==> src/logic/cpuPkg.sv <==
// shared opcode, ALU and fetch-state types plus the lb/sb address and branch target tables
`default_nettype none

package cpuPkg;

  typedef enum logic [2:0] {
    rType0    = 3'b000,
    loadByte  = 3'b001,
    storeByte = 3'b010,
    addImm    = 3'b011,
    branch    = 3'b100,
    move      = 3'b101,
    shiftType = 3'b110,
    logicType = 3'b111
  } opcodeE;

  typedef enum logic [3:0] {
    opAdd, opSub, opLsl, opAsr, opLsr, opNot, opAnd, opOr, opMul, opPassA
  } aluOpE;

  typedef enum logic [1:0] {
    idle, running, halted
  } fetchStateE;

  // data address for each 5-bit lb/sb immediate
  localparam logic [7:0] addrTable [32] = '{
    8'h00, 8'h01, 8'h02, 8'h03, 8'h04, 8'h05, 8'h06, 8'h07,
    8'h10, 8'h11, 8'h20, 8'h21, 8'h30, 8'h31, 8'h40, 8'h41,
    8'h50, 8'h60, 8'h70, 8'h80, 8'h90, 8'hA0, 8'hB0, 8'hC0,
    8'hD0, 8'hE0, 8'hF0, 8'hF8, 8'hFC, 8'hFD, 8'hFE, 8'hFF
  };

  // branch targets, indexed by instr[3:0]
  localparam logic [7:0] jumpTable [16] = '{
    8'h00, 8'h08, 8'h10, 8'h18, 8'h20, 8'h28, 8'h30, 8'h38,
    8'h40, 8'h48, 8'h50, 8'h58, 8'h60, 8'h68, 8'h70, 8'h78
  };

endpackage

`default_nettype wire
==> src/logic/ctrlIf.sv <==
// decoded control bundle, driven by the decoder and read by fetch, register file, ALU and memory
`default_nettype none

interface ctrlIf;
  cpuPkg::aluOpE aluOp;
  logic          aluSrc;      // selects the immediate operand
  logic [3:0]    regA;
  logic [3:0]    regB;
  logic [3:0]    wrAddr;
  logic          regWrite;
  logic          memWrite;
  logic          memToReg;    // write back from data memory
  logic [4:0]    immed;
  logic [7:0]    memAddr;
  logic          branchTaken;
  logic          halt;

  modport decoder (output aluOp, aluSrc, regA, regB, wrAddr, regWrite, memWrite,
                   memToReg, immed, memAddr, branchTaken, halt);
  modport rf (input regA, regB, wrAddr, regWrite);
  modport ex (input aluOp, aluSrc, immed);
  modport mem (input memAddr, memWrite);
  modport fetch (input branchTaken, halt);
endinterface

`default_nettype wire

==> src/logic/alu.sv <==
// 8-bit arithmetic, shift and logic unit selected by the decoded ALU operation
`default_nettype none

module alu (
  ctrlIf.ex          ctrl,
  input  logic [7:0] datA,
  input  logic [7:0] datB,
  output logic [7:0] aluResult
);

  logic [7:0] opB;
  logic [2:0] shamt;

  assign opB   = ctrl.aluSrc ? {3'b000, ctrl.immed} : datB;   // addi zero-extends
  assign shamt = opB[2:0];

  always_comb begin
    case (ctrl.aluOp)
      cpuPkg::opAdd:   aluResult = datA + opB;
      cpuPkg::opSub:   aluResult = datA - opB;
      cpuPkg::opLsl:   aluResult = datA << shamt;
      cpuPkg::opAsr:   aluResult = 8'($signed(datA) >>> shamt);
      cpuPkg::opLsr:   aluResult = datA >> shamt;
      cpuPkg::opNot:   aluResult = ~datA;
      cpuPkg::opAnd:   aluResult = datA & opB;
      cpuPkg::opOr:    aluResult = datA | opB;
      cpuPkg::opMul:   aluResult = datA * opB;   // low byte only
      default:         aluResult = datA;         // pass A
    endcase
  end

endmodule

`default_nettype wire

==> src/flat_wrapper.sv <==
// flat-port wrapper written by rule: the top's interface ports become plain ports
module alu_flat 
  (datA, datB, aluResult, ctrl_aluOp, ctrl_aluSrc, ctrl_immed);
  ctrlIf ctrl_i ();
  input  logic [7:0] datA;
  input  logic [7:0] datB;
  output logic [7:0] aluResult;
  input wire logic [$bits(ctrl_i.aluOp)-1:0] ctrl_aluOp;
  input wire logic [$bits(ctrl_i.aluSrc)-1:0] ctrl_aluSrc;
  input wire logic [$bits(ctrl_i.immed)-1:0] ctrl_immed;
  assign ctrl_i.aluOp = ctrl_aluOp;
  assign ctrl_i.aluSrc = ctrl_aluSrc;
  assign ctrl_i.immed = ctrl_immed;
  alu u_core (.ctrl(ctrl_i), .datA(datA), .datB(datB), .aluResult(aluResult));
endmodule
==> config.mk <==
export PLATFORM = sky130hd
export DESIGN_NAME = alu_flat
export DESIGN_NICKNAME = d
export VERILOG_FILES = /design/src/logic/cpuPkg.sv /design/src/logic/ctrlIf.sv /design/src/logic/alu.sv /design/src/flat_wrapper.sv
export SDC_FILE = /design/constraint.sdc
export NUM_CORES = 1
export LEC_CHECK = 0
export ABC_AREA = 0
export BUFFER_PORTS_ARGS = -buffer_cell sky130_fd_sc_hd__buf_2
export CORE_ASPECT_RATIO = 0.5
export CORE_MARGIN = 1
export CORE_UTILIZATION = 57
export DETAILED_ROUTE_END_ITERATION = 12
export PLACE_DENSITY = 0.79
export SYNTH_ARGS = -nofsm -noshare
export SYNTH_HDL_FRONTEND = slang
export SYNTH_SLANG_ARGS = --single-unit
export TNS_END_PERCENT = 1
==> constraint.sdc <==
create_clock -name vclk -period 5.9
set_clock_uncertainty 0.2 [all_clocks]
set_input_delay 0.59 -clock vclk [all_inputs]
set_output_delay 0.59 -clock vclk [all_outputs]
set_load 0.02 [all_outputs]
**Word level (Yosys, flattened, before mapping)**

Index checks and enable logic that the tools add are counted.

- Equality and inequality tests: 8
- Mux-type cells: 2
- Shifts and indexed selects: 3
- Reduce and logical (&&, ||, !) cells: 1
- Multiply operators: 1
- Bitwise gates (word level): 3
- $add $sub $neg: 2

Operator list:

| kind | number |
|---|---|
| 8-bit case mux with 9 select lines | 1 |
| 4-bit by 3-bit == test with 1-bit output, second input constant | 4 |
| 8-bit adder | 1 |
| 8-bit bitwise AND | 1 |
| 4-bit by 2-bit == test with 1-bit output, second input constant | 2 |
| 8-bit by 8-bit multiplier with 8-bit output | 1 |
| 8-bit 2-to-1 mux | 1 |
| 8-bit NOT | 1 |
| 8-bit OR | 1 |
| 8-bit by 3-bit << shifter with 8-bit output | 1 |
| 8-bit by 3-bit >> shifter with 8-bit output | 1 |
| 8-bit by 3-bit >>> shifter with 8-bit output | 1 |
| 8-bit subtractor | 1 |
| 4-bit by 1-bit == test with 1-bit output, second input constant | 1 |
| 4-bit == test, second input constant | 1 |
| 4-bit logical NOT | 1 |

- Register bits: 0
- Word-level logic and storage cells: 20
- Bits of input ports: 26
- Output and inout bits: 8

**Logic depth before layout (Yosys ltp)**

- Word-level depth: 3
- Gate-level depth with buffers: 18
- Gate-level depth less buffers: 16

**Worst setup path before layout**

No wires, ideal clock.

- Kind: input port to output port
- From: input ctrl_aluSrc
- To: output aluResult[7]
- Setup slack: 0.494 ns
- Stages on the path: 17
- Arrival: 4.616 ns
- Data required time: 5.110 ns
- Path buffers: 2
- Path through: buf_6 -> mux2_4 -> clkbuf_1 -> nand2_1 -> fa_1 -> fa_1 -> inv_1 -> fa_1 -> inv_1 -> fa_1 -> inv_1 -> ha_1 -> a21oi_1 -> xnor2_1 -> xnor2_1 -> xnor2_1 -> o32ai_2

- Longest elaborated chain between the ends: 3
- Elaborated cells on any way between the ends: 10
- Classes of those cells: 2 x add/sub; 1 x mul; 3 x shift; 2 x mux; 2 x bitwise

RTL lines:

| item | line | source |
|---|---|---|
| start, declared | flat_wrapper.sv:9 | `input wire logic [$bits(ctrl_i.aluSrc)-1:0] ctrl_aluSrc;` |
| 8-bit 2-to-1 mux (*) | alu.sv:14 | `assign opB = ctrl.aluSrc ? {3'b000, ctrl.immed} : datB;` |
| 8-bit by 8-bit multiplier with 8-bit output (tied with other cells) | alu.sv:27 | `cpuPkg::opMul: aluResult = datA * opB;` |
| 8-bit case mux with 9 select lines (*) | alu.sv:18 | `case (ctrl.aluOp)` |
| end, declared | flat_wrapper.sv:7 | `output logic [7:0] aluResult;` |

Mark *: on every way between the ends. The rest lies on a longest branch, timed or not.

**Worst setup path in the final report**

Ends and elaborated chain as after synthesis.

==> metrics.yaml <==
place_congestion: 1.04
nClkBuffers: 0
grt_max_degree: 24
status: "finished clean"
ys_warn_count: 0
hold_class: "in2out"
grt_pass1_wl_um: 14000
die_w_um: 96.9
grtUsageTotal: 0.370
syn_area_per_cell_um2: 6.85
ys_top_cells_by_area: "ha_1 13%, fa_1 10%, nand2_1 7.6%"
finalNetCount: 463
timing.final.crit_share: 0.948
ir_worst_vdd_mv: 0.111
synth_top_cell_by_area: "ha_1"
ant_nets: 0
synth_most_common_cell: "nand2_1"
port_buffers: 34
netlist_area_um2: 2570
drc: 0
power_density_nw_per_um2: 148
critPathCaptureType: "primary output"
ys_types: 59
ys_top_cells_by_count: "52 x nand2_1, 37 x inv_1, 35 x nor2_1"
start_util: 0.626
fmax_mhz: 179
required_ns: 5.11
drv_slew: 0
final-seq-area_um2: 0
cp-start-kind: "primary input"
syn-num-nets: 441
cp.arrival_ns: 4.81
grt_pass1_vias: 2683
diodes: 0
crit_start: "ctrl_aluSrc"
io_pins: 34
hp-start: "datA[0]"
drtIter0Drc: 322
cts_hold_repair.buffers: 0
worstSetupPathType: "in2out"
viasPerCell: 6.54
routed_wl_um: 8770
seq_cells: 0
finalSetupTns_ns: 0
yosysTopAreaCellShare: 0.132
dpl.hpwl_um: 6840
final_hold_viol_count: 0
dr.pass1.iters: 6
cp_max_fo: 19
holdPathStages: 4
rsz0062_at_grt: "false"
p_leak_nw: 1.32
gr-total-overflow: 0
synth_cells: 375
num_rows: 16
fp.dieArea_um2: 4800
route.vias.total: 2936
setup_violations: 0
total_power_mw: 0.409
area_delta_synth_final_pct: 7.60
drv_cap: 0
drive_gt1_frac: 0.142
die_y_um: 49.5
core_um2: 4100
tightest_slew_ns: 0.673
antenna_found_initial: 0
holdPathEnd: "aluResult[0]"
finalCriticalPeriod_ns: 5.60
routedWlPerCell_um: 19.5
relSlewSlack: 0.548
ys_seq_area_frac: 0
[worst max path at each step]
stage | cells past startpoint | slack, ns | end
after floorplan | 17 | 0.49 | aluResult[7]
final | 17 | 0.30 | aluResult[7]
after CTS | 17 | 0.24 | aluResult[7]
after global routing | 17 | 0.08 | aluResult[7]
after global placement | 17 | 0.37 | aluResult[7]
after detailed placement | 17 | 0.24 | aluResult[7]
[power by group]
| group | total (mW) | internal [mW] | switching [mW] |
|---|---|---|---|
| Sequential | 0 | 0 | 0 |
| Clock | 0 | 0 | 0 |
| Combinational | 0.409 | 0.164 | 0.245 |
[per-layer routing]
metal	track usage	vias to the layer above	part of all wire
met2	0.554	238	0.39
met4	0.0622	0	0.023
met5	0	-	0
met3	0.160	31	0.18
li1	-	1349	-
met1	0.499	1318	0.41
[what timing repair did]
action,CTS,global route
setup buffers,0,0
setup endpoints to repair,0,1
gates resized for setup,0,1
[final cells by class]
| class | count | area, µm² |
|---|---|---|
| fillers | 378 | 1340 |
| inverters | 39 | 149 |
| multi-input cells | 314 | 2310 |
| repair buffers | 42 | 233 |
| well taps | 54 | 67.6 |
[critical path, stage by stage]
cell	delay (ns)
clkbuf_4	0.26
mux2_2	0.46
and2_1	0.19
ha_1	0.20
fa_1	0.47
ha_1	0.29
inv_1	0.06
fa_1	0.53
inv_1	0.08
fa_1	0.47
a21o_1	0.20
a21oi_1	0.17
xnor2_1	0.17
xnor2_1	0.16
xnor2_1	0.12
o32ai_2	0.19
buf_2	0.20
[stage by stage]
stage	instances	utilization	hold slack, ns	instance area (µm²)	setup WS, ns
final	449	0.673	1.50	2760	0.304
after global routing	449	0.673	1.53	2760	0.0823
after CTS	449	0.673	1.49	2760	0.236
after detailed placement	449	0.673	1.49	2760	0.245
after global placement	449	0.673	1.49	2760	0.366
after floorplan	375	-	1.32	2570	0.494
[placed cells by master (no fill, tap or decap), drive strengths merged, types with 4 or more instances in the layout]
cell,count
buf,41
o21ai,28
nor2,35
nand3b,4
ha,27
a21oi,19
mux2i,8
nor3,8
o211ai,4
inv,39
nor2b,5
o22a,4
a31oi,9
xor2,5
nand2,52
a21o,5
nand3,10
fa,13
and2,9
mux2,4
xnor2,21
[cell families after synthesis]
group / count (synthesis) / synth area share
AO/OA/AOI/OAI: 93 / 0.234
XOR/XNOR: 26 / 0.0916
adder cells (fa/ha/maj): 43 / 0.245
buffers and inverters: 61 / 0.0989
multiplexers: 15 / 0.0857
AND/OR/NAND/NOR: 137 / 0.245
(Power assumes the default switching activity.)
