`src/logic/cpuPkg.sv`:
```
// shared opcode, ALU and fetch-state types plus the lb/sb address and branch target tables
`default_nettype none

package cpuPkg;

  typedef enum logic [2:0] {
    rType0    = 3'b000,
    loadByte  = 3'b001,
    storeByte = 3'b010,
    addImm    = 3'b011,
    branch    = 3'b100,
    move      = 3'b101,
    shiftType = 3'b110,
    logicType = 3'b111
  } opcodeE;

  typedef enum logic [3:0] {
    opAdd, opSub, opLsl, opAsr, opLsr, opNot, opAnd, opOr, opMul, opPassA
  } aluOpE;

  typedef enum logic [1:0] {
    idle, running, halted
  } fetchStateE;

  // data address for each 5-bit lb/sb immediate
  localparam logic [7:0] addrTable [32] = '{
    8'h00, 8'h01, 8'h02, 8'h03, 8'h04, 8'h05, 8'h06, 8'h07,
    8'h10, 8'h11, 8'h20, 8'h21, 8'h30, 8'h31, 8'h40, 8'h41,
    8'h50, 8'h60, 8'h70, 8'h80, 8'h90, 8'hA0, 8'hB0, 8'hC0,
    8'hD0, 8'hE0, 8'hF0, 8'hF8, 8'hFC, 8'hFD, 8'hFE, 8'hFF
  };

  // branch targets, indexed by instr[3:0]
  localparam logic [7:0] jumpTable [16] = '{
    8'h00, 8'h08, 8'h10, 8'h18, 8'h20, 8'h28, 8'h30, 8'h38,
    8'h40, 8'h48, 8'h50, 8'h58, 8'h60, 8'h68, 8'h70, 8'h78
  };

endpackage

`default_nettype wire
```
`src/logic/ctrlIf.sv`:
```
// decoded control bundle, driven by the decoder and read by fetch, register file, ALU and memory
`default_nettype none

interface ctrlIf;
  cpuPkg::aluOpE aluOp;
  logic          aluSrc;      // selects the immediate operand
  logic [3:0]    regA;
  logic [3:0]    regB;
  logic [3:0]    wrAddr;
  logic          regWrite;
  logic          memWrite;
  logic          memToReg;    // write back from data memory
  logic [4:0]    immed;
  logic [7:0]    memAddr;
  logic          branchTaken;
  logic          halt;

  modport decoder (output aluOp, aluSrc, regA, regB, wrAddr, regWrite, memWrite,
                   memToReg, immed, memAddr, branchTaken, halt);
  modport rf (input regA, regB, wrAddr, regWrite);
  modport ex (input aluOp, aluSrc, immed);
  modport mem (input memAddr, memWrite);
  modport fetch (input branchTaken, halt);
endinterface

`default_nettype wire

```
`src/logic/dataMem.sv`:
```
// 256-byte data memory, cleared on reset, asynchronous read and synchronous write
`default_nettype none

module dataMem (
  input  logic       clk,
  input  logic       arstN,
  ctrlIf.mem         ctrl,
  input  logic [7:0] memIn,
  output logic [7:0] memOut
);

  logic [7:0] mem [256];

  assign memOut = mem[ctrl.memAddr];

  always_ff @(posedge clk or negedge arstN) begin
    if (!arstN) begin
      for (int i = 0; i < 256; i++) begin
        mem[i] <= 8'd0;
      end
    end else if (ctrl.memWrite) begin
      mem[ctrl.memAddr] <= memIn;
    end
  end

endmodule

`default_nettype wire

```
`src/flat_wrapper.sv`:
```
// flat-port wrapper written by rule: the top's interface ports become plain ports
module dataMem_flat 
  (clk, arstN, memIn, memOut, ctrl_memAddr, ctrl_memWrite);
  ctrlIf ctrl_i ();
  input  logic clk;
  input  logic arstN;
  input  logic [7:0] memIn;
  output logic [7:0] memOut;
  input wire logic [$bits(ctrl_i.memAddr)-1:0] ctrl_memAddr;
  input wire logic [$bits(ctrl_i.memWrite)-1:0] ctrl_memWrite;
  assign ctrl_i.memAddr = ctrl_memAddr;
  assign ctrl_i.memWrite = ctrl_memWrite;
  dataMem u_core (.clk(clk), .arstN(arstN), .ctrl(ctrl_i), .memIn(memIn), .memOut(memOut));
endmodule
```
`config.mk`:
```
export PLATFORM = sky130hd
export DESIGN_NAME = dataMem_flat
export DESIGN_NICKNAME = d
export VERILOG_FILES = /design/src/logic/cpuPkg.sv /design/src/logic/ctrlIf.sv /design/src/logic/dataMem.sv /design/src/flat_wrapper.sv
export SDC_FILE = /design/constraint.sdc
export NUM_CORES = 2
export LEC_CHECK = 0
export ABC_CLOCK_PERIOD_IN_PS = 6400
export BUFFER_PORTS_ARGS = -buffer_cell sky130_fd_sc_hd__buf_2
export CORE_MARGIN = 5
export CORE_UTILIZATION = 40
export DETAILED_ROUTE_END_ITERATION = 10
export PLACE_DENSITY_LB_ADDON = 0.1
export SLEW_MARGIN = 30
export SYNTH_ARGS = -nofsm -noshare
export SYNTH_HDL_FRONTEND = slang
export SYNTH_SLANG_ARGS = --single-unit
```
`constraint.sdc`:
```
create_clock -name clk -period 6.4 [get_ports clk]
set_clock_uncertainty 0.15 [all_clocks]
set_input_delay 1.28 -clock clk [delete_from_list [all_inputs] [get_ports clk]]
set_output_delay 1.28 -clock clk [all_outputs]
set_load 0.1 [all_outputs]
```
* Word-level counts from Yosys, hierarchy flattened
Index checks and enable logic that the tools add are counted.
** Word-level totals
- Register bits :: 2048
- RAM bits :: 0
- Word-level logic and storage cells :: 266
- Latch bits :: 0
- Bits of input ports :: 19
- Output and inout bits :: 8
- ROM bits :: 0
- Memories :: 0
** Cells by class
- Muxes and demuxes :: 6
- Equality and inequality tests :: 0
- Div/mod/pow operators :: 0
- Multipliers :: 0
- Shifts and indexed selects :: 0
- Reduce and logical (&&, ||, !) cells :: 1
- $add $sub $neg :: 0
- Order comparisons :: 2
- Bitwise logic cells :: 1
** Operators by type and width (number)
- $bwmux 2048 :: 1
- $bmux 8 s8 :: 1
- $demux 8 s8 :: 1
- $mux 8 :: 3
- $ge 9x9->1 const B :: 1
- $lt 9x1->1 const B :: 1
- $not 8->9 :: 1
- $logic_and 1x1->1 :: 1

* Depth between registers and ports, before layout
- Depth after elaboration :: 6
- Gate-level depth with buffers :: 8
- Gate-level depth less buffers :: 5

* Least setup slack after synthesis
OpenSTA, ideal clock, no wires.
- Path type :: input to output
- Start :: in ctrl_memAddr[1]
- End :: out memOut[1]
- Stages :: 8
- Data required time :: 4.970 ns
- Path buffers :: 3
- Data arrival time :: 3.952 ns
- Slack :: 1.018 ns
- Cells stage by stage :: buf_2 > clkbuf_1 > buf_1 > mux4_2 > a22oi_1 > a21oi_1 > o41ai_1 > nand4_1
** Between the ends
- Cells in the longest elaborated chain, start to end :: 4
** Ends and longest elaborated chain
- from (decl) :: line flat_wrapper.sv:9 : input wire logic [$bits(ctrl_i.memAddr)-1:0] ctrl_memAddr;
- $not 8->9 (implied by the code) :: line dataMem.sv:14 : assign memOut = mem[ctrl.memAddr];
- $bmux 8 s8 :: line dataMem.sv:14
- $mux 8 (implied by the code) (2 in a row) :: line dataMem.sv:14
- to (decl) :: line flat_wrapper.sv:8 : output logic [7:0] memOut;
No other way between the ends. The select of a mux whose other input is x is not followed.

* Worst setup path in the final report
- Start :: in ctrl_memAddr[0]
- End :: out memOut[1]
Same word-level chain as after synthesis.

==> impl_metrics.csv <==
group,metric,value,unit
flow_run,cap_violations,0,
floorplan,die_width,491,um
pwr,p_seq_frac,0.473,
synthesis,synthAdderAreaFrac,0,
sta,period_needed,6.28,ns
sta,clock.fmax,0.159,GHz
critical_path,path_common_cell,"buf_12",
sta,maxSlewHeadroom,0.316,
global_route,grt_first_pass_wirelength,400000,um
synthesis,syn_area,92400,um2
synthesis,syn_nets,5832,
global_route,overflow,0,
pwr,total_power,29300,uW
cells_and_area,layout.nets,5877,
global_route,grt_max_degree,159,
cells_and_area,fillers,20200,
critical_path,cp.arrival,4.85,ns
placement,portBuffers,26,
cells_and_area,layout_common_cells,"dfrtp_1, mux2_2, mux4_2, mux2_1, a22oi_1",
floorplan,row_count,176,
critical_path,critPathMaxFanout,27,
pwr,p_leak,0.0492,uW
floorplan,ios,27,
synthesis,yosysTopAreaCell,"dfrtp_1",
clocking,clkSinkCount,2048,
critical_path,cpMaxStageDelayCell,"mux4_2",
route,dr.pass1.iters,5,
cells_and_area,area_growth,13.7,%
global_route,antenna_found_initial,4,
sta,worst_slew_pin_slew,1.02,ns
critical_path,critical-path-top-delay-family,"buffers and inverters",
pwr,swShare,0.240,
clocking,numCtsBuffers,226,
sta,hold_violations,0,
cells_and_area,top_register,"u_core.mem",
sta,rsz0062_at_grt,"no",
floorplan,die_y,491,um
cells_and_area,postLayoutCellArea,105000,um2
pwr,comb_power_share,0.077,
clocking,cts-root-buf,"clkbuf_16",
synthesis,synth_mux_area_frac,0.374,
route,vias_per_cell,5.75,
clocking,hold_buffers,0,
global_route,grt_pass1_vias,55900,
synthesis,synth_top_family_by_area,"multiplexers",
sta,finalCritPeriodShare,0.981,
synthesis,synth_cell_type_count,32,
clocking,cts.path.max_buffers,3,
placement,gp_congestion,0.769,
cells_and_area,final_common_cell,"dfrtp_1",
route,drc_errors,0,
sta,layout_setup_ws,0.118,ns
critical_path,path_buf_inv,6,
cells_and_area,instances_no_fill,9076,
route,drt-total-wl,266000,um
floorplan,dieArea,241000,um2
route,drt_iter0_drc,3065,
synthesis,synth-seq-area-share,0.554,
floorplan,core_area,230000,um2
synthesis,synth_area_leaders,"dfrtp_1, mux2_2, mux4_2",
cells_and_area,top_regs,"u_core.mem x2048",
critical_path,crit_chain,"buf_12 > buf_12 > buf_12 > mux4_2 > a22oi_1 > a21oi_1 > o41ai_2 > buf_4 > nand4_1 > buf_4 > buf_12",
placement,dp_cells,8653,
synthesis,synth.avg_cell_area,15.9,um2
route,wire_per_inst,29.3,um
route,num_vias,52200,
critical_path,crit_path_end_kind,"output pin",
synthesis,synth_xor_area_frac,0,
critical_path,cp.required,4.97,ns
cells_and_area,largest_reg_flops,2048,
min_path,hp-class,"input pin to async pin",
floorplan,start_util,0.402,
global_route,grt_use_total,0.221,
pwr,pwr-share-clk,0.450,
synthesis,postSynthCellCount,5813,
sta,drv_slew,0,
placement,dp_hpwl,164000,um
critical_path,startpoint_type,"input pin",
pwr,p_int,22300,uW
clocking,cts-htree-levels,4,
outcome,outcome,"completed",
critical_path,cp_slowest_stage_delay,0.52,ns
cells_and_area,layout-drive-gt1-share,0.504,
synthesis,synth_compound_area_frac,0.0308,
placement,pre_cts_ws,-0.349,ns
clocking,cts_tree,"yes",
sta,setup_viol,0,
route,drtAntennaViolNets,0,
pwr,pwr_density_cell,279,nW/um2
synthesis,yosysWarnings,0,
clocking,insertion_delay,0.83,ns
critical_path,critical_path_class,"input pin to output pin",
synthesis,yosys.area_share.simple,0.0194,
pwr,switchingPower,7030,uW
clocking,clk_pin_slew,0.06,ns
placement,place_area,97400,um2
synthesis,yosysTopAreaCellShare,0.554,
clocking,cts_setup_buffers,0,
pwr,peakVddDrop,219,uV
synthesis,ys_ff_latch,2048,
power by group through the flow:
stage	Combinational, uW	Sequential [uW]	Clock [uW]
finish	2260	13900	13200
floorplan	1390	14000	0
CTS	2310	13900	13500
global placement	2260	14100	0
detailed placement	2300	14100	0
global route	2450	13900	14100
per-stage QoR:
stage	hold slack (ns)	TNS, ns	util
global placement	0.313	-2.64	0.423
detailed placement	0.324	-0.695	0.424
floorplan	0.303	0	-
global route	0.218	0	0.457
CTS	0.205	0	0.457
finish	0.190	0	0.457
cell families after synthesis:
family          count (synthesis)
compound gates                416
buf+inv                       452
flops                        2048
mux                          2560
simple gates                  337
area by class of cell:
cell class                      instances  area [um2]  share of cell area
Sequential cell                      2048       51200               0.488
Tap cell                             3026        3790              0.0360
Clock buffer                          349        6880              0.0655
Inverter                                1        3.75           0.0000357
Clock inverter                         66         666             0.00633
Multi-Input combinational cell       3313       39500               0.376
Timing Repair Buffer                  268        2960              0.0281
Antenna cell                            5        12.5            0.000119
repair_timing:
item | in CTS | in global routing
hold endpoints to repair | 0 | 0
setup endpoints to repair | 6 | 1
resized for setup | 8 | 1
cloned | 0 | 0
routing by layer:
metal  vias to the layer above  part of all wire  GRT usage
met5                         -          0.000049          0
met4                         2             0.025     0.0533
met3                       351             0.039     0.0358
met2                       917              0.48      0.359
met1                     28900              0.45      0.314
li1                      22000                 -          -
cells in the mapped netlist:
library cell / number
nor4_2: 1
a22oi_1: 256
nor2b_1: 8
and3_1: 1
nand4_1: 8
o41ai_1: 32
buf_1: 25
inv_2: 1
nand3_1: 7
mux2_2: 1711
and3b_1: 1
dfrtp_1: 2048
or2_1: 1
mux4_2: 512
nor3_2: 2
nand2b_1: 4
and2_1: 4
nand2_1: 83
clkbuf_1: 340
buf_4: 17
buf_2: 53
nand3_2: 1
mux2_1: 337
nor3_1: 3
nor2_2: 98
nand2_2: 34
or3b_1: 1
nor2_4: 10
buf_6: 16
nor3b_1: 2
nor2_1: 68
a21oi_1: 128
path summary, 6_finish.rpt:
check                                                  from                      endpoint  slack [ns]  depth (start not counted)
worst max-delay path                        ctrl_memAddr[0]                     memOut[1]        0.12                         11
worst min-delay path                                  arstN   u_core.mem[253]$_DFFE_PN0P_        0.19                          1
worst max register to register  u_core.mem[631]$_DFFE_PN0P_   u_core.mem[631]$_DFFE_PN0P_        5.44                          1
worst min register to register  u_core.mem[855]$_DFFE_PN0P_   u_core.mem[855]$_DFFE_PN0P_        0.33                          1
max in group asynchronous                             arstN  u_core.mem[1355]$_DFFE_PN0P_        4.30                          3
min in group clk                u_core.mem[855]$_DFFE_PN0P_   u_core.mem[855]$_DFFE_PN0P_        0.33                          1
(Power assumes the default switching activity.)
