[src/logic/cpuPkg.sv]
// shared opcode, ALU and fetch-state types plus the lb/sb address and branch target tables
`default_nettype none

package cpuPkg;

  typedef enum logic [2:0] {
    rType0    = 3'b000,
    loadByte  = 3'b001,
    storeByte = 3'b010,
    addImm    = 3'b011,
    branch    = 3'b100,
    move      = 3'b101,
    shiftType = 3'b110,
    logicType = 3'b111
  } opcodeE;

  typedef enum logic [3:0] {
    opAdd, opSub, opLsl, opAsr, opLsr, opNot, opAnd, opOr, opMul, opPassA
  } aluOpE;

  typedef enum logic [1:0] {
    idle, running, halted
  } fetchStateE;

  // data address for each 5-bit lb/sb immediate
  localparam logic [7:0] addrTable [32] = '{
    8'h00, 8'h01, 8'h02, 8'h03, 8'h04, 8'h05, 8'h06, 8'h07,
    8'h10, 8'h11, 8'h20, 8'h21, 8'h30, 8'h31, 8'h40, 8'h41,
    8'h50, 8'h60, 8'h70, 8'h80, 8'h90, 8'hA0, 8'hB0, 8'hC0,
    8'hD0, 8'hE0, 8'hF0, 8'hF8, 8'hFC, 8'hFD, 8'hFE, 8'hFF
  };

  // branch targets, indexed by instr[3:0]
  localparam logic [7:0] jumpTable [16] = '{
    8'h00, 8'h08, 8'h10, 8'h18, 8'h20, 8'h28, 8'h30, 8'h38,
    8'h40, 8'h48, 8'h50, 8'h58, 8'h60, 8'h68, 8'h70, 8'h78
  };

endpackage

`default_nettype wire
[src/logic/ctrlIf.sv]
// decoded control bundle, driven by the decoder and read by fetch, register file, ALU and memory
`default_nettype none

interface ctrlIf;
  cpuPkg::aluOpE aluOp;
  logic          aluSrc;      // selects the immediate operand
  logic [3:0]    regA;
  logic [3:0]    regB;
  logic [3:0]    wrAddr;
  logic          regWrite;
  logic          memWrite;
  logic          memToReg;    // write back from data memory
  logic [4:0]    immed;
  logic [7:0]    memAddr;
  logic          branchTaken;
  logic          halt;

  modport decoder (output aluOp, aluSrc, regA, regB, wrAddr, regWrite, memWrite,
                   memToReg, immed, memAddr, branchTaken, halt);
  modport rf (input regA, regB, wrAddr, regWrite);
  modport ex (input aluOp, aluSrc, immed);
  modport mem (input memAddr, memWrite);
  modport fetch (input branchTaken, halt);
endinterface

`default_nettype wire

[src/logic/fetchUnit.sv]
// program store, pc and run state; loads the program and sequences fetch one instruction per cycle
`default_nettype none

module fetchUnit #(
  parameter int progDepth = 256
) (
  input  logic       clk,
  input  logic       arstN,
  input  logic       progWe,
  input  logic [7:0] progAddr,
  input  logic [8:0] progData,
  input  logic       start,
  ctrlIf.fetch       ctrl,
  output logic [8:0] instr,
  output logic [7:0] pc,
  output logic       active,
  output logic       done
);

  logic [8:0]         progMem [progDepth];
  cpuPkg::fetchStateE state;

  always_ff @(posedge clk) begin
    if (progWe && (int'(progAddr) < progDepth)) progMem[progAddr] <= progData;
  end

  assign instr  = progMem[pc];
  assign active = (state == cpuPkg::running);
  assign done   = (state == cpuPkg::halted);

  always_ff @(posedge clk or negedge arstN) begin
    if (!arstN) begin
      state <= cpuPkg::idle;
      pc    <= 8'd0;
    end else begin
      case (state)
        cpuPkg::running: begin
          if (ctrl.halt) state <= cpuPkg::halted;   // pc holds on halt
          else if (ctrl.branchTaken) pc <= cpuPkg::jumpTable[instr[3:0]];
          else pc <= pc + 8'd1;
        end
        default: begin   // idle or halted
          if (start) begin
            state <= cpuPkg::running;
            pc    <= 8'd0;
          end
        end
      endcase
    end
  end

endmodule

`default_nettype wire

[src/flat_wrapper.sv]
// flat-port wrapper written by rule: the top's interface ports become plain ports
module fetchUnit_flat 
#(
  parameter int progDepth = 256
)
  (clk, arstN, progWe, progAddr, progData, start, instr, pc, active, done, ctrl_branchTaken, ctrl_halt);
  ctrlIf ctrl_i ();
  input  logic clk;
  input  logic arstN;
  input  logic progWe;
  input  logic [7:0] progAddr;
  input  logic [8:0] progData;
  input  logic start;
  output logic [8:0] instr;
  output logic [7:0] pc;
  output logic active;
  output logic done;
  input wire logic [$bits(ctrl_i.branchTaken)-1:0] ctrl_branchTaken;
  input wire logic [$bits(ctrl_i.halt)-1:0] ctrl_halt;
  assign ctrl_i.branchTaken = ctrl_branchTaken;
  assign ctrl_i.halt = ctrl_halt;
  fetchUnit #(.progDepth(progDepth)) u_core (.clk(clk), .arstN(arstN), .progWe(progWe), .progAddr(progAddr), .progData(progData), .start(start), .ctrl(ctrl_i), .instr(instr), .pc(pc), .active(active), .done(done));
endmodule
[config.mk]
export PLATFORM = sky130hd
export DESIGN_NAME = fetchUnit_flat
export DESIGN_NICKNAME = d
export VERILOG_FILES = /design/src/logic/cpuPkg.sv /design/src/logic/ctrlIf.sv /design/src/logic/fetchUnit.sv /design/src/flat_wrapper.sv
export SDC_FILE = /design/constraint.sdc
export NUM_CORES = 2
export LEC_CHECK = 0
export BUFFER_PORTS_ARGS = -buffer_cell sky130_fd_sc_hd__buf_4
export CAP_MARGIN = 0
export CORE_MARGIN = 1
export CORE_UTILIZATION = 35
export DETAILED_ROUTE_END_ITERATION = 10
export SYNTH_ARGS = -nofsm -noshare
export SYNTH_HDL_FRONTEND = slang
export SYNTH_SLANG_ARGS = --single-unit
export TNS_END_PERCENT = 1
[constraint.sdc]
create_clock -name clk -period 9.09 [get_ports clk]
set_clock_uncertainty 0.1 [all_clocks]
set_input_delay 1.3635 -clock clk [delete_from_list [all_inputs] [get_ports clk]]
set_output_delay 1.3635 -clock clk [all_outputs]
set_load 0.05 [all_outputs]
; ---- After elaboration in Yosys (flattened, before gate mapping)
; Memories as Yosys holds them, arrays and structs flattened.
; Index checks and enable logic that the tools add are counted.
[op_classes]
addsub = 1
order_cmp = 1
eq_ne = 4
mux = 11
n_bitwise = 1
n_reduce_logical = 3
[ops]
columns = operator, count
row1 = 8-bit two-way mux, 6
row2 = 8-bit by 1-bit adder with 8-bit output (second input constant), 1
row3 = 2-bit two-way mux, 3
row4 = 5-bit greater-or-equal comparator (second input constant), 1
row5 = 4-bit NOT with 5-bit output, 1
row6 = 2-bit AND reduction, 2
row7 = 2-bit by 1-bit equality test with 1-bit output (second input constant), 1
row8 = 2-bit equality test (second input constant), 1
row9 = 1-bit two-way mux, 2
row10 = 2-bit by 1-bit inequality test with 1-bit output (second input constant), 1
row11 = 2-bit inequality test (second input constant), 1
row12 = 2-bit nonzero test, 1
[word_totals]
ff_bits = 10
ramBits = 2304
mem_bits_ro = 128
input_bits = 23
output_inout_bits = 19
wordCells = 25
memories = 2
[mem_list]
columns = memory, words, word_bits, rd, rd_clocked_by_memory_dff, wr, line_no
row1 = u_core.progMem, 256, 9, 1, 0, 1, fetchUnit.sv:20  ; logic [8:0] progMem [progDepth];
row2 = (name not given), 16, 8, 1, 0, 0, fetchUnit.sv:39  ; else if (ctrl.branchTaken) pc <= cpuPkg::jumpTable[instr[3:0]];

; ---- Logic depth before layout (Yosys ltp)
; An unclocked memory read counts as a cell.
[logic_depth]
ltp_word = 8
mapped_depth = 12
ltp_nobuf = 7

; ---- Worst setup path before layout
; No wires, ideal clock.
[synth_path]
path_type = register to output
startpoint = register u_core.pc[1]
endpoint = output instr[4]
arrival_ps = 3638
required_time_ps = 7627
path_slack_ps = 3988
stages_incl_launch_ff = 12
path_buffers = 5
path_cell_list = dfrtp_1 -> buf_4 -> buf_4 -> buf_2 -> buf_4 -> buf_2 -> mux4_2 -> mux2i_1 -> o221ai_1 -> a21oi_1 -> a22o_1 -> a221oi_1
[synth_via]
elab_chain_len = 1
[synth_lines]
columns = element, line_no
row1 = from (decl), fetchUnit.sv:15  ; output logic [7:0] pc,
row2 = from (signal assigned), fetchUnit.sv:39
row3 = from (signal assigned), fetchUnit.sv:40  ; else pc <= pc + 8'd1;
row4 = memory read 256 x 9 bit, n/a
row5 = to (decl), flat_wrapper.sv:14  ; output logic [8:0] instr;
; Every way passes these cells.

; ---- Worst setup path in the final report
[layout_path]
startpoint = register u_core.pc[0]
endpoint = output instr[2]
; Same word-level chain as after synthesis.

==> results_dict.tcl <==
set metrics [dict create \
    register_area_um2 69500 \
    clock_latency_ns 0.88 \
    intPower_mw 19.3 \
    ioPinCount 42 \
    cts-htree-levels 4 \
    cap_violations 0 \
    synth_edf_count 2304 \
    fin_crit_sh_pct 74.0 \
    cts_root_buf "clkbuf_16" \
    clkSlewWorstSetupHoldPaths_ns 0.06 \
    synth-main-ff-cell "edfxtp_1" \
    worstPathMaxFanout 74 \
    fp-row-count 185 \
    gp_congestion 0.879 \
    drive_above_1_share_pct 25.0 \
    slowest_delay_ns 0.91 \
    cts_made_buffers 219 \
    postCtsResizedCells 0 \
    vias_per_cell 5.62 \
    clkPwrFrac_pct 33.8 \
    tightest_slew_ns 1.40 \
    grt_usage_pct 18.5 \
    fp.dieW_um 509 \
    drc 0 \
    holdWs_ns 0.259 \
    crit_path_start_kind "flop" \
    dpl.hpwl_um 143000 \
    synth_common_cells "2304 x edfxtp_1, 589 x mux4_2, 290 x nor2_1, 138 x mux2i_1, 97 x clkbuf_1" \
    grt_pass1_vias 43700 \
    synth_top_area_share_pct 77.0 \
    drtIter0Drc 5779 \
    final_nets 4262 \
    p_leak_nw 30.3 \
    max_freq_mhz 149 \
    seq_power_share_pct 44.3 \
    grt_pass1_wl_um 339000 \
    crit_arrival_ns 5.26 \
    switchingPower_mw 7.55 \
    pwr-share-comb_pct 21.9 \
    crit_slowest_cell "o31ai_1" \
    async_flop_share_pct 0.432 \
    cts.sinks 2314 \
    hp-class "input port to asynchronous set/reset pin" \
    synth_nets 4129 \
    worstSetupEndpointType "output pin" \
    fillerInstances 22400 \
    antenna_found_initial 10 \
    rsz0062_at_grt "false" \
    initial_core_util_pct 35.3 \
    path_class "flop to output pin" \
    wirelength_um 241000 \
    critPathRequiredTime_ns 7.63 \
    postLayoutCoreUtil_pct 39.8 \
    grt_max_degree 170 \
    ir_worst_vdd_mv 0.207 \
    synth_area_leader_cell "edfxtp_1" \
    die_area_um2 259000 \
    p_per_area_nw_per_um2 265 \
    finalHoldViolations 0 \
    finalCriticalPeriod_ns 6.72 \
    cts_setup_buffers 0 \
    slew_viol_final 0 \
    syn_avg_cell_area_um2 21.9 \
    syn_inst 4105 \
    cts_tree "yes" \
    grt.overflow.total 0 \
    synthToLayoutAreaGrowth_pct 12.7 \
    path_common_cell "buf_4" \
    netlist_area_um2 89900 \
    worstPathCellList "buf_12, mux4_2, a22oi_1, and3_1, a211oi_1, o31ai_1, o32ai_1, buf_4, buf_4" \
    wl_per_cell_um 30.9 \
    slew-limit-headroom_pct 6.97 \
    ys_seq_elements 2314 \
    ys_types 63 \
    vias 43800 \
    ant_nets 0 \
    synth.most_common_cell "edfxtp_1" \
    yosys-top-cells-area "edfxtp_1 77%, mux4_2 15%, mux2i_1 1.5%" \
    setup_tns_ns 0 \
    cts_buffer_depth 3 \
    die_h_um 509 \
    core_um2 255000 \
    holdBufCountCts 0 \
    setup_viol 0 \
    swShare_pct 28.1 \
    ys_warn_count 0 \
    ys_seq_area_share_pct 77.3 \
    multi_input_area_um2 19100 \
    drt_pass1_iterations 6 \
    port_buffers 41 \
    status "completed" \
]
[final timing paths]
check | from | end | slack (ns) | cells after the start
max | u_core.pc[0] | instr[2] | 2.37 | 9
min | arstN | u_core.state[0] | 0.26 | 1
max reg2reg | u_core.pc[0] | u_core.pc[5] | 4.37 | 9
min reg2reg | u_core.state[0] | u_core.state[0] | 0.43 | 1
max in group asynchronous | arstN | u_core.pc[3] | 8.36 | 1
min in group clk | u_core.state[0] | u_core.state[0] | 0.43 | 1
[area by class of cell]
type | instances | area share [%]
clock buffers | 274 | 5.66
well taps | 3366 | 4.16
diodes | 3 | 0.00741
multi-input cells | 1531 | 18.8
repair buffers | 161 | 1.43
inverters | 11 | 0.0482
flip-flops and latches | 2314 | 68.6
clock inverters | 137 | 1.31
[through the flow]
stage	area (um2)	total power, mW	setup WS [ns]	std cells
3_3_place_gp	94200	18.0	3.26	7383
5_1_grt	101000	27.5	2.21	7796
2_1_floorplan	89900	16.0	3.99	4105
3_5_place_dp	94200	18.0	3.27	7383
4_1_cts	101000	27.0	2.31	7794
6_report	101000	26.8	2.37	7797
[logic make-up (layout without fill, tap and decap cells)]
logic type	after synthesis	in the layout	share of synthesized area, %
DFF	2314	2314	77.3
buffers and inverters	260	583	1.57
xor gates and xnor gates	1	1	0.00975
muxes	746	746	16.5
other	0	3	0
adders and majority gates	1	1	0.0139
AOI/OAI and AO/OA	295	295	2.25
and+or+nand+nor	488	488	2.34
[cell usage in the layout (no fill, tap or decap), types with 9 or more instances in the layout]
cell type,Yosys,layout
bufinv_16,0,21
mux2i_1,138,138
clkbuf_1,97,53
inv_1,11,9
clkbuf_8,0,9
nor2b_1,17,12
edfxtp_1,2304,2304
a31oi_1,11,11
clkbuf_16,0,221
nand4_1,14,14
a22oi_1,64,64
a211oi_1,9,9
a21oi_1,62,61
nor3_1,17,17
nand3_1,30,27
buf_12,0,15
mux2_2,19,19
nand2_1,76,76
buf_4,43,137
mux4_2,589,589
a221oi_1,21,21
clkinv_2,0,46
o22ai_1,21,21
clkinvlp_4,0,12
nor2_1,290,288
o221ai_1,16,16
clkinv_1,0,45
o21ai_0,39,39
[flip-flops by register name (all words and copies together) (netlist names)]
name            count
u_core.pc           8
u_core.state        2
u_core.progMem   2304
[routing by layer]
| metal | global-route usage (%) | wire length, um |
|---|---|---|
| met1 | 25.6 | 97000 |
| met2 | 28.9 | 113000 |
| met3 | 3.74 | 21100 |
| met4 | 6.91 | 9140 |
| met5 | 0 | 12 |
[power groups by stage]
stage | clock network (mW) | registers [mW] | logic, mW
floorplan | 0 | 12.0 | 3.93
global placement | 0 | 12.1 | 5.89
detailed placement | 0 | 12.1 | 5.89
CTS | 9.20 | 11.9 | 5.91
global route | 9.55 | 11.9 | 6.11
finish | 9.07 | 11.9 | 5.88
[critical path, delay by kind of cell, from the launching register on]
| kind | cells | cell delay (ns) |
|---|---|---|
| buffers and inverters | 3 | 0.92 |
| AO/OA/AOI/OAI | 4 | 1.62 |
| multiplexers | 1 | 0.58 |
| AND/OR/NAND/NOR | 1 | 0.28 |
| flip-flops | 1 | 0.82 |
Power figures use the tool's default switching activity.
