<file path="src/logic/cpuPkg.sv">
// shared opcode, ALU and fetch-state types plus the lb/sb address and branch target tables
`default_nettype none

package cpuPkg;

  typedef enum logic [2:0] {
    rType0    = 3'b000,
    loadByte  = 3'b001,
    storeByte = 3'b010,
    addImm    = 3'b011,
    branch    = 3'b100,
    move      = 3'b101,
    shiftType = 3'b110,
    logicType = 3'b111
  } opcodeE;

  typedef enum logic [3:0] {
    opAdd, opSub, opLsl, opAsr, opLsr, opNot, opAnd, opOr, opMul, opPassA
  } aluOpE;

  typedef enum logic [1:0] {
    idle, running, halted
  } fetchStateE;

  // data address for each 5-bit lb/sb immediate
  localparam logic [7:0] addrTable [32] = '{
    8'h00, 8'h01, 8'h02, 8'h03, 8'h04, 8'h05, 8'h06, 8'h07,
    8'h10, 8'h11, 8'h20, 8'h21, 8'h30, 8'h31, 8'h40, 8'h41,
    8'h50, 8'h60, 8'h70, 8'h80, 8'h90, 8'hA0, 8'hB0, 8'hC0,
    8'hD0, 8'hE0, 8'hF0, 8'hF8, 8'hFC, 8'hFD, 8'hFE, 8'hFF
  };

  // branch targets, indexed by instr[3:0]
  localparam logic [7:0] jumpTable [16] = '{
    8'h00, 8'h08, 8'h10, 8'h18, 8'h20, 8'h28, 8'h30, 8'h38,
    8'h40, 8'h48, 8'h50, 8'h58, 8'h60, 8'h68, 8'h70, 8'h78
  };

endpackage

`default_nettype wire
</file>
<file path="src/logic/ctrlIf.sv">
// decoded control bundle, driven by the decoder and read by fetch, register file, ALU and memory
`default_nettype none

interface ctrlIf;
  cpuPkg::aluOpE aluOp;
  logic          aluSrc;      // selects the immediate operand
  logic [3:0]    regA;
  logic [3:0]    regB;
  logic [3:0]    wrAddr;
  logic          regWrite;
  logic          memWrite;
  logic          memToReg;    // write back from data memory
  logic [4:0]    immed;
  logic [7:0]    memAddr;
  logic          branchTaken;
  logic          halt;

  modport decoder (output aluOp, aluSrc, regA, regB, wrAddr, regWrite, memWrite,
                   memToReg, immed, memAddr, branchTaken, halt);
  modport rf (input regA, regB, wrAddr, regWrite);
  modport ex (input aluOp, aluSrc, immed);
  modport mem (input memAddr, memWrite);
  modport fetch (input branchTaken, halt);
endinterface

`default_nettype wire

</file>
<file path="src/logic/regFile.sv">
// sixteen 8-bit registers, two asynchronous read ports and one write port
`default_nettype none

module regFile (
  input  logic       clk,
  input  logic       arstN,
  ctrlIf.rf          ctrl,
  input  logic [7:0] writeData,
  output logic [7:0] datA,
  output logic [7:0] datB
);

  logic [7:0] regs [16];

  assign datA = regs[ctrl.regA];
  assign datB = regs[ctrl.regB];

  always_ff @(posedge clk or negedge arstN) begin
    if (!arstN) begin
      for (int i = 0; i < 16; i++) begin
        regs[i] <= 8'd0;   // architectural state starts at zero
      end
    end else if (ctrl.regWrite) begin
      regs[ctrl.wrAddr] <= writeData;
    end
  end

endmodule

`default_nettype wire

</file>
<file path="src/flat_wrapper.sv">
// flat-port wrapper written by rule: the top's interface ports become plain ports
module regFile_flat 
  (clk, arstN, writeData, datA, datB, ctrl_regA, ctrl_regB, ctrl_wrAddr, ctrl_regWrite);
  ctrlIf ctrl_i ();
  input  logic clk;
  input  logic arstN;
  input  logic [7:0] writeData;
  output logic [7:0] datA;
  output logic [7:0] datB;
  input wire logic [$bits(ctrl_i.regA)-1:0] ctrl_regA;
  input wire logic [$bits(ctrl_i.regB)-1:0] ctrl_regB;
  input wire logic [$bits(ctrl_i.wrAddr)-1:0] ctrl_wrAddr;
  input wire logic [$bits(ctrl_i.regWrite)-1:0] ctrl_regWrite;
  assign ctrl_i.regA = ctrl_regA;
  assign ctrl_i.regB = ctrl_regB;
  assign ctrl_i.wrAddr = ctrl_wrAddr;
  assign ctrl_i.regWrite = ctrl_regWrite;
  regFile u_core (.clk(clk), .arstN(arstN), .ctrl(ctrl_i), .writeData(writeData), .datA(datA), .datB(datB));
endmodule
</file>
<file path="config.mk">
export PLATFORM = sky130hd
export DESIGN_NAME = regFile_flat
export DESIGN_NICKNAME = d
export VERILOG_FILES = /design/src/logic/cpuPkg.sv /design/src/logic/ctrlIf.sv /design/src/logic/regFile.sv /design/src/flat_wrapper.sv
export SDC_FILE = /design/constraint.sdc
export NUM_CORES = 1
export LEC_CHECK = 0
export BUFFER_PORTS_ARGS = -buffer_cell sky130_fd_sc_hd__buf_2
export CORE_AREA = 2 2 142 144
export CTS_CLUSTER_DIAMETER = 30
export CTS_CLUSTER_SIZE = 24
export DETAILED_ROUTE_END_ITERATION = 7
export DIE_AREA = 0 0 144 146
export PLACE_DENSITY = 0.46
export SYNTH_ARGS = -nofsm -noshare
export SYNTH_HDL_FRONTEND = slang
export SYNTH_SLANG_ARGS = --single-unit
</file>
<file path="constraint.sdc">
create_clock -name clk -period 3.1 [get_ports clk]
set_input_delay 0.155 -clock clk [delete_from_list [all_inputs] [get_ports clk]]
set_output_delay 0.155 -clock clk [all_outputs]
set_load 0.02 [all_outputs]
</file>
=== Word level (Yosys, flattened, before mapping) ===
Cells that the tools add are included.

* Input port bits: 23
* Output and inout port bits: 16
* Flip-flop bits (word level): 128
* Word-level logic and storage cells: 33

* Multiplexer cells: 9
* Bitwise gates (word level): 3
* Order comparisons: 4
* Reduce and logical (&&, ||, !) cells: 1

{| class="wikitable"
|+ Operators by type and width
! operator !! number
|-
| $bwmux W128 || 1
|-
| $bmux W8 S4 || 2
|-
| $mux W8 || 5
|-
| $demux W8 S4 || 1
|-
| $ge A5 B5 Y1 const B || 3
|-
| $not A4 Y5 || 3
|-
| $lt A5 B1 Y1 const B || 1
|-
| $logic_and A1 B1 Y1 || 1
|}

=== Longest topological paths before layout ===
Gate-level depths: netlist of the first run.

* Word-level depth: 6
* Mapped depth: 5
* Mapped depth without buffers: 3

=== Worst setup path before layout of the first run ===
Ideal clock, no wire load.

* Kind: input port to output port
* From: input ctrl_regA[0]
* To: output datA[1]
* Path buffers: 2
* Data required time: 2.945 ns
* Stages on the path: 5
* Slack: 1.575 ns
* Data arrival time: 1.370 ns
* Path through: buf_2 -> buf_4 -> mux4_2 -> a22oi_1 -> nand2_1

* Word-level cells in the longest chain between the ends: 4

{| class="wikitable"
|+ RTL lines
! item !! RTL line !! text
|-
| from (decl) || flat_wrapper.sv:10 || <nowiki>input wire logic [$bits(ctrl_i.regA)-1:0] ctrl_regA;</nowiki>
|-
| $not A4 Y5 (implied by the code) || regFile.sv:15 || <nowiki>assign datA = regs[ctrl.regA];</nowiki>
|-
| $bmux W8 S4 || regFile.sv:15 ||
|-
| $mux W8 (implied by the code) (2 in a row) || regFile.sv:15 ||
|-
| to (decl) || flat_wrapper.sv:8 || <nowiki>output logic [7:0] datA;</nowiki>
|}

No other way between the ends. The select of a mux whose other input is x is not followed.

=== Worst setup path in the final report of the first run ===
* From: input ctrl_regA[0]
* To: output datA[3]

Same word-level chain as after synthesis.

==> results of run 1 <==
[area by class of cell]
| class | instances | area (µm²) | area share [%] |
|---|---|---|---|
| multi-input cells | 272 | 3370 | 43.4 |
| flip-flops and latches | 128 | 3200 | 41.2 |
| clock buffers | 24 | 462 | 5.94 |
| well taps | 265 | 332 | 4.27 |
| repair buffers | 47 | 288 | 3.70 |
| clock inverters | 7 | 110 | 1.42 |
[cells by family (layout without fill, tap and decap cells)]
| logic type | Yosys count | in the layout | synth area share, % |
|---|---|---|---|
| AND/OR/NAND/NOR | 48 | 48 | 3.70 |
| buffers and inverters | 34 | 78 | 2.72 |
| multiplexers | 192 | 192 | 42.6 |
| AO/OA/AOI/OAI | 32 | 32 | 3.55 |
| flip-flops | 128 | 128 | 47.4 |
[worst min-delay path by stage]
stage,from,cells past startpoint,endpoint,slack [ns]
floorplan,arstN,0,u_core.regs[0],-0.14
global placement,arstN,1,u_core.regs[24],0.28
detailed placement,arstN,1,u_core.regs[24],0.29
CTS,writeData[1],2,u_core.regs[113],0.22
global route,writeData[1],2,u_core.regs[105],0.24
finish,writeData[1],2,u_core.regs[113],0.22
[synthesized netlist by cell type]
cell type / number / area [µm²]
nand2b_1: 4 / 25.0
nor2_1: 3 / 11.3
nand3_1: 1 / 5.00
nor3b_1: 1 / 7.51
and2_1: 2 / 12.5
buf_2: 6 / 30.0
clkbuf_1: 11 / 41.3
mux2_2: 128 / 1440
buf_6: 5 / 56.3
buf_4: 3 / 22.5
nor2b_1: 5 / 31.3
or3_1: 3 / 18.8
nand2_1: 18 / 67.6
a22oi_1: 32 / 240
buf_1: 9 / 33.8
dfrtp_1: 128 / 3200
nand3b_1: 2 / 15.0
mux4_2: 64 / 1440
nor2_2: 9 / 56.3
[power by group through the flow]
stage	sequential, mW	clock [mW]	combinational (mW)
global route	2.39	2.10	1.30
global placement	2.34	0	1.20
CTS	2.33	2.01	1.23
detailed placement	2.36	0	1.22
floorplan	2.26	0	0.947
finish	2.34	1.97	1.21
[repair_timing]
action / CTS / global route
hold endpoints to repair: 55 / 0
resized for setup: 0 / 0
buffers inserted: 0 / 0
hold buffers: 1 / 0
[through the flow]
stage                     hold WS [ns]  instance area (µm²)  utilization (%)
after CTS                        0.218                 7770             40.2
after detailed placement         0.295                 7190             37.2
final                            0.223                 7770             40.2
after global routing             0.245                 7770             40.2
after floorplan                 -0.141                 6760                -
after global placement           0.276                 7190             37.2
[metal layers]
layer | vias to the layer above | track usage (%) | routed length, µm
li1 | 1760 | - | -
met1 | 2216 | 26.5 | 8500
met2 | 83 | 28.9 | 8680
met3 | 17 | 4.08 | 588
met4 | 0 | 5.64 | 337
met5 | - | 0 | 0
==> results.toml, run 1 <==
[status]
result_of_the_run = "finished clean"

[detailed_routing]
number_of_routed_nets_with_antenna_violations = 0
drtIter0Drc = 275
routed_wl_um = 18100
routed_via_density = 5.49
drt_drc_violations_left = 0
routed-via-count = 4076
dr.pass1.iters = 5
routed_wire_length_per_instance_um = 24.4

[timing]
max_clock_freq_mhz = 450
finalHoldViolations = 0
final.setup.tns_ns = 0
period_needed_ns = 2.22
finalClockSkew_ns = 0
finalWorstSetupSlack_ns = 0.880
maxSlewViolCount = 0
slew-limit-headroom_pct = 33.9
rsz0062_at_grt = "false"
final-setup-viol-count = 0
tightestPinTransition_ns = 0.990
post-route-period-util_pct = 71.6

[finish]
drive_gt1_share_pct = 56.9
nFillCells = 1783
largest_register_ffs = 128
finished_layout_cells = 743
n_antenna_cell = 0
mostFrequentLayoutCells = "mux2_2, dfrtp_1, mux4_2"
biggestRegsByFlops = "u_core.regs (128)"
syn_to_final_growth_pct = 14.9
registers.top_by_ff_count = "u_core.regs"
finalNetCount = 489

[worst_setup_path]
cp_capture_type = "primary output"
critical_path.startpoint = "ctrl_regA[0]"
arrival_ns = 2.06
critPathLaunchType = "primary input"
critical_path.reg2reg.startpoint = "u_core.regs[110]"
worst-setup-path-type = "primary input to primary output"
worst-path-stages = 6
regToRegEndpoint = "u_core.regs[110]"
worst_path_largest_cell_delay_ns = 0.52
critPathRequiredTime_ns = 2.94
worst-r2r-cell-count = 1
cpMaxStageDelayCell = "buf_2"
cp.buffers_inverters = 3
cp_top_family = "buffers and inverters"
timing.critical_path.to = "datA[3]"
worst-r2r-setup-slack_ns = 2.31
cp_cell_sequence = "buf_2 -> buf_12 -> mux4_2 -> a22oi_1 -> nand2_1 -> buf_2"
worst_path_max_fanout = 17
critPathMostFrequentCell = "buf_2"

[power]
netSwitchingPower_mw = 1.45
seq_power_share_pct = 42.4
power.combinational.fraction_pct = 21.9
power_density_nw_per_um2 = 710
power.internal_mw = 4.07
power.static_leakage_nw = 3.21
power.clock.fraction_pct = 35.7
p_total_mw = 5.51
switching_share_pct = 26.2
ir_drop_mv = 0.312

[run]
drv.max_cap_violation_count = 0

[synth]
yosys_synthesis_warning_count = 0
postSynthAreaPerCell_um2 = 15.6
synth_sequential_area_ratio_pct = 47.4
synthCells = 434
syn_nets = 457
ys_seq_elements = 128
synth_cell_type_count = 19
synth.cell_area_um2 = 6760

[cts]
clock_insertion_delay_worst_skew_ns = 0.41
cts_tree = "yes"
cts_max_level = 4
cts_made_buffers = 17
clock_tree.root_cell = "clkbuf_16"
clockBufferDepth = 2
worst_setup_hold_path_clk_slew_ns = 0.05
clock_sinks = 128

[place]
place.detailed.instances = 711
buffer_ports.inserted = 38
pre_cts_slack_ns = 0.861
dpl.hpwl_um = 12100
gp_routability_congestion = 0.735

[floorplan]
initial_core_utilization_pct = 35.0
chipHeight_um = 146
io_pins = 39
die-area_um2 = 21000
core_region_area_um2 = 19300
die_width_um = 144
std_cell_rows = 51

[hold_path]
worstHoldPathType = "primary input to register"

[global_routing]
grt_start_max_net_pins = 58
grt_first_pass_wirelength_um = 28100
grt_pass1_vias = 4427
grtUsageTotal_pct = 18.7
globalRouteOverflowTotal = 0
antenna_found_initial = 0
Power figures use the tool's default switching activity.
==> run 2: changes to the inputs <==
--- a/config.mk
+++ b/config.mk
@@ -11,7 +11,7 @@
 export CTS_CLUSTER_SIZE = 24
 export DETAILED_ROUTE_END_ITERATION = 7
 export DIE_AREA = 0 0 144 146
-export PLACE_DENSITY = 0.46
+export PLACE_DENSITY = 0.48
 export SYNTH_ARGS = -nofsm -noshare
 export SYNTH_HDL_FRONTEND = slang
 export SYNTH_SLANG_ARGS = --single-unit
==> constraint.sdc (replaced) <==
create_clock -name clk -period 1.8 [get_ports clk]
set_input_delay 0.09 -clock clk [delete_from_list [all_inputs] [get_ports clk]]
set_output_delay 0.09 -clock clk [all_outputs]
set_load 0.02 [all_outputs]
==> results.toml, run 2 (synthesized netlist as in run 1, its figures left out) <==
[power]
ir_drop_mv = 0.643
power.static_leakage_nw = 3.42
p_total_mw = 10.2
power_density_nw_per_um2 = 1210

[timing]
rsz0062_at_grt = "true"
tightestPinTransition_ns = 1.19
maxSlewViolCount = 0
period_needed_ns = 1.88
final.setup.tns_ns = -0.828
max_clock_freq_mhz = 531
finalHoldViolations = 0
finalClockSkew_ns = 0
slew-limit-headroom_pct = 20.7
finalWorstSetupSlack_ns = -0.0822
post-route-period-util_pct = 105
final-setup-viol-count = 16

[global_routing]
grtUsageTotal_pct = 18.7
grt_first_pass_wirelength_um = 28400
globalRouteOverflowTotal = 0
grt_start_max_net_pins = 37
antenna_found_initial = 0
grt_pass1_vias = 4508

[status]
result_of_the_run = "complete, but fails checks"
failed_checks = "setup timing"

[detailed_routing]
drt_drc_violations_left = 0
number_of_routed_nets_with_antenna_violations = 0
routed_wire_length_per_instance_um = 23.9
drtIter0Drc = 186
routed-via-count = 4139
routed_via_density = 5.38
routed_wl_um = 18400
dr.pass1.iters = 4

[finish]
layout.core_utilization_pct = 43.2
finalNetCount = 515
biggestRegsByFlops = "u_core.regs (128)"
syn_to_final_growth_pct = 23.6
registers.top_by_ff_count = "u_core.regs"
largest_register_ffs = 128
n_antenna_cell = 0
mostFrequentLayoutCells = "mux2_2, dfrtp_1, mux4_2"
fin_area_um2 = 8360
drive_gt1_share_pct = 66.3

[cts]
clockBufferDepth = 2
clock_sinks = 128
clock_insertion_delay_worst_skew_ns = 0.42
cts_tree = "yes"
clock_tree.root_cell = "clkbuf_16"
cts_made_buffers = 17
cts_max_level = 4
worst_setup_hold_path_clk_slew_ns = 0.06

[worst_setup_path]
cp.buffers_inverters = 1
worst_path_largest_cell_delay_ns = 0.47
worst-setup-path-type = "register to primary output"
worst_path_max_fanout = 3
cp_top_family = "multiplexers"
cp_capture_type = "primary output"
worst-r2r-setup-slack_ns = 0.89
arrival_ns = 1.79
critPathLaunchType = "register"
critPathRequiredTime_ns = 1.71
cpMaxStageDelayCell = "mux4_2"
cp_cell_sequence = "mux4_2 -> a22oi_2 -> nand2_2 -> buf_6"

[floorplan]
chipHeight_um = 146
std_cell_rows = 51
core_region_area_um2 = 19300
io_pins = 39
initial_core_utilization_pct = 35.0
die-area_um2 = 21000
die_width_um = 144

[hold_path]
worstHoldPathType = "primary input to register"

[run]
drv.max_cap_violation_count = 0

[place]
dpl.hpwl_um = 12900
gp_routability_congestion = 0.750
postPlaceCellArea_um2 = 7460
buffer_ports.inserted = 38
-- run 2: cell count changes in the layout (fill, tap and decap cells not counted), moves of 8 or more --
cell / delta
a22oi_2: +28
buf_6: +13
a22oi_1: -28
buf_12: +8
buf_2: -13
buf_4: +18
-- run 2: where the power goes --
group	internal (mW)	switching, mW
combinational	1.46	0.963
clock	2.43	1.27
sequential	3.56	0.475
-- run 2: what timing repair did --
item,4_1_cts,5_1_grt
setup buffers,1,2
gates resized for setup,47,12
setup endpoints to repair,16,16
hold buffers,1,0
hold endpoints to repair,31,0
gates cloned,0,0
pin swaps,28,10
-- run 2: layout make-up --
class                      instances  area (µm²)
sequential                       128        3200
fill                            1752       11000
clock inverter                     9         155
multi-input combinational        272        3530
clock buffer                      23         478
tap                              265         332
timing repair buffer              73         664
-- run 2: through the flow --
step	hold WS [ns]	cells	setup slack (ns)
floorplan	-0.206	434	0.405
global placement	0.102	734	0.0881
detailed placement	0.108	734	0.119
CTS	0.164	768	-0.109
global route	0.184	770	-0.166
finish	0.167	770	-0.0822
-- run 2: per-layer routing --
layer	vias up	part of all wire, %	track usage, %
li1	1818	-	-
met1	2200	45	25.4
met2	95	50	29.6
met3	26	4.1	4.84
met4	0	1.8	5.59
met5	-	0	0
-- run 2: final timing paths --
path	from	depth (start not counted)	to
worst max-delay path	u_core.regs[47]	4	datA[7]
worst min-delay path	writeData[2]	2	u_core.regs[106]
worst max register to register	u_core.regs[105]	2	u_core.regs[105]
worst min register to register	u_core.regs[16]	1	u_core.regs[16]
max in group asynchronous	arstN	3	u_core.regs[0]
min in group asynchronous	arstN	2	u_core.regs[82]
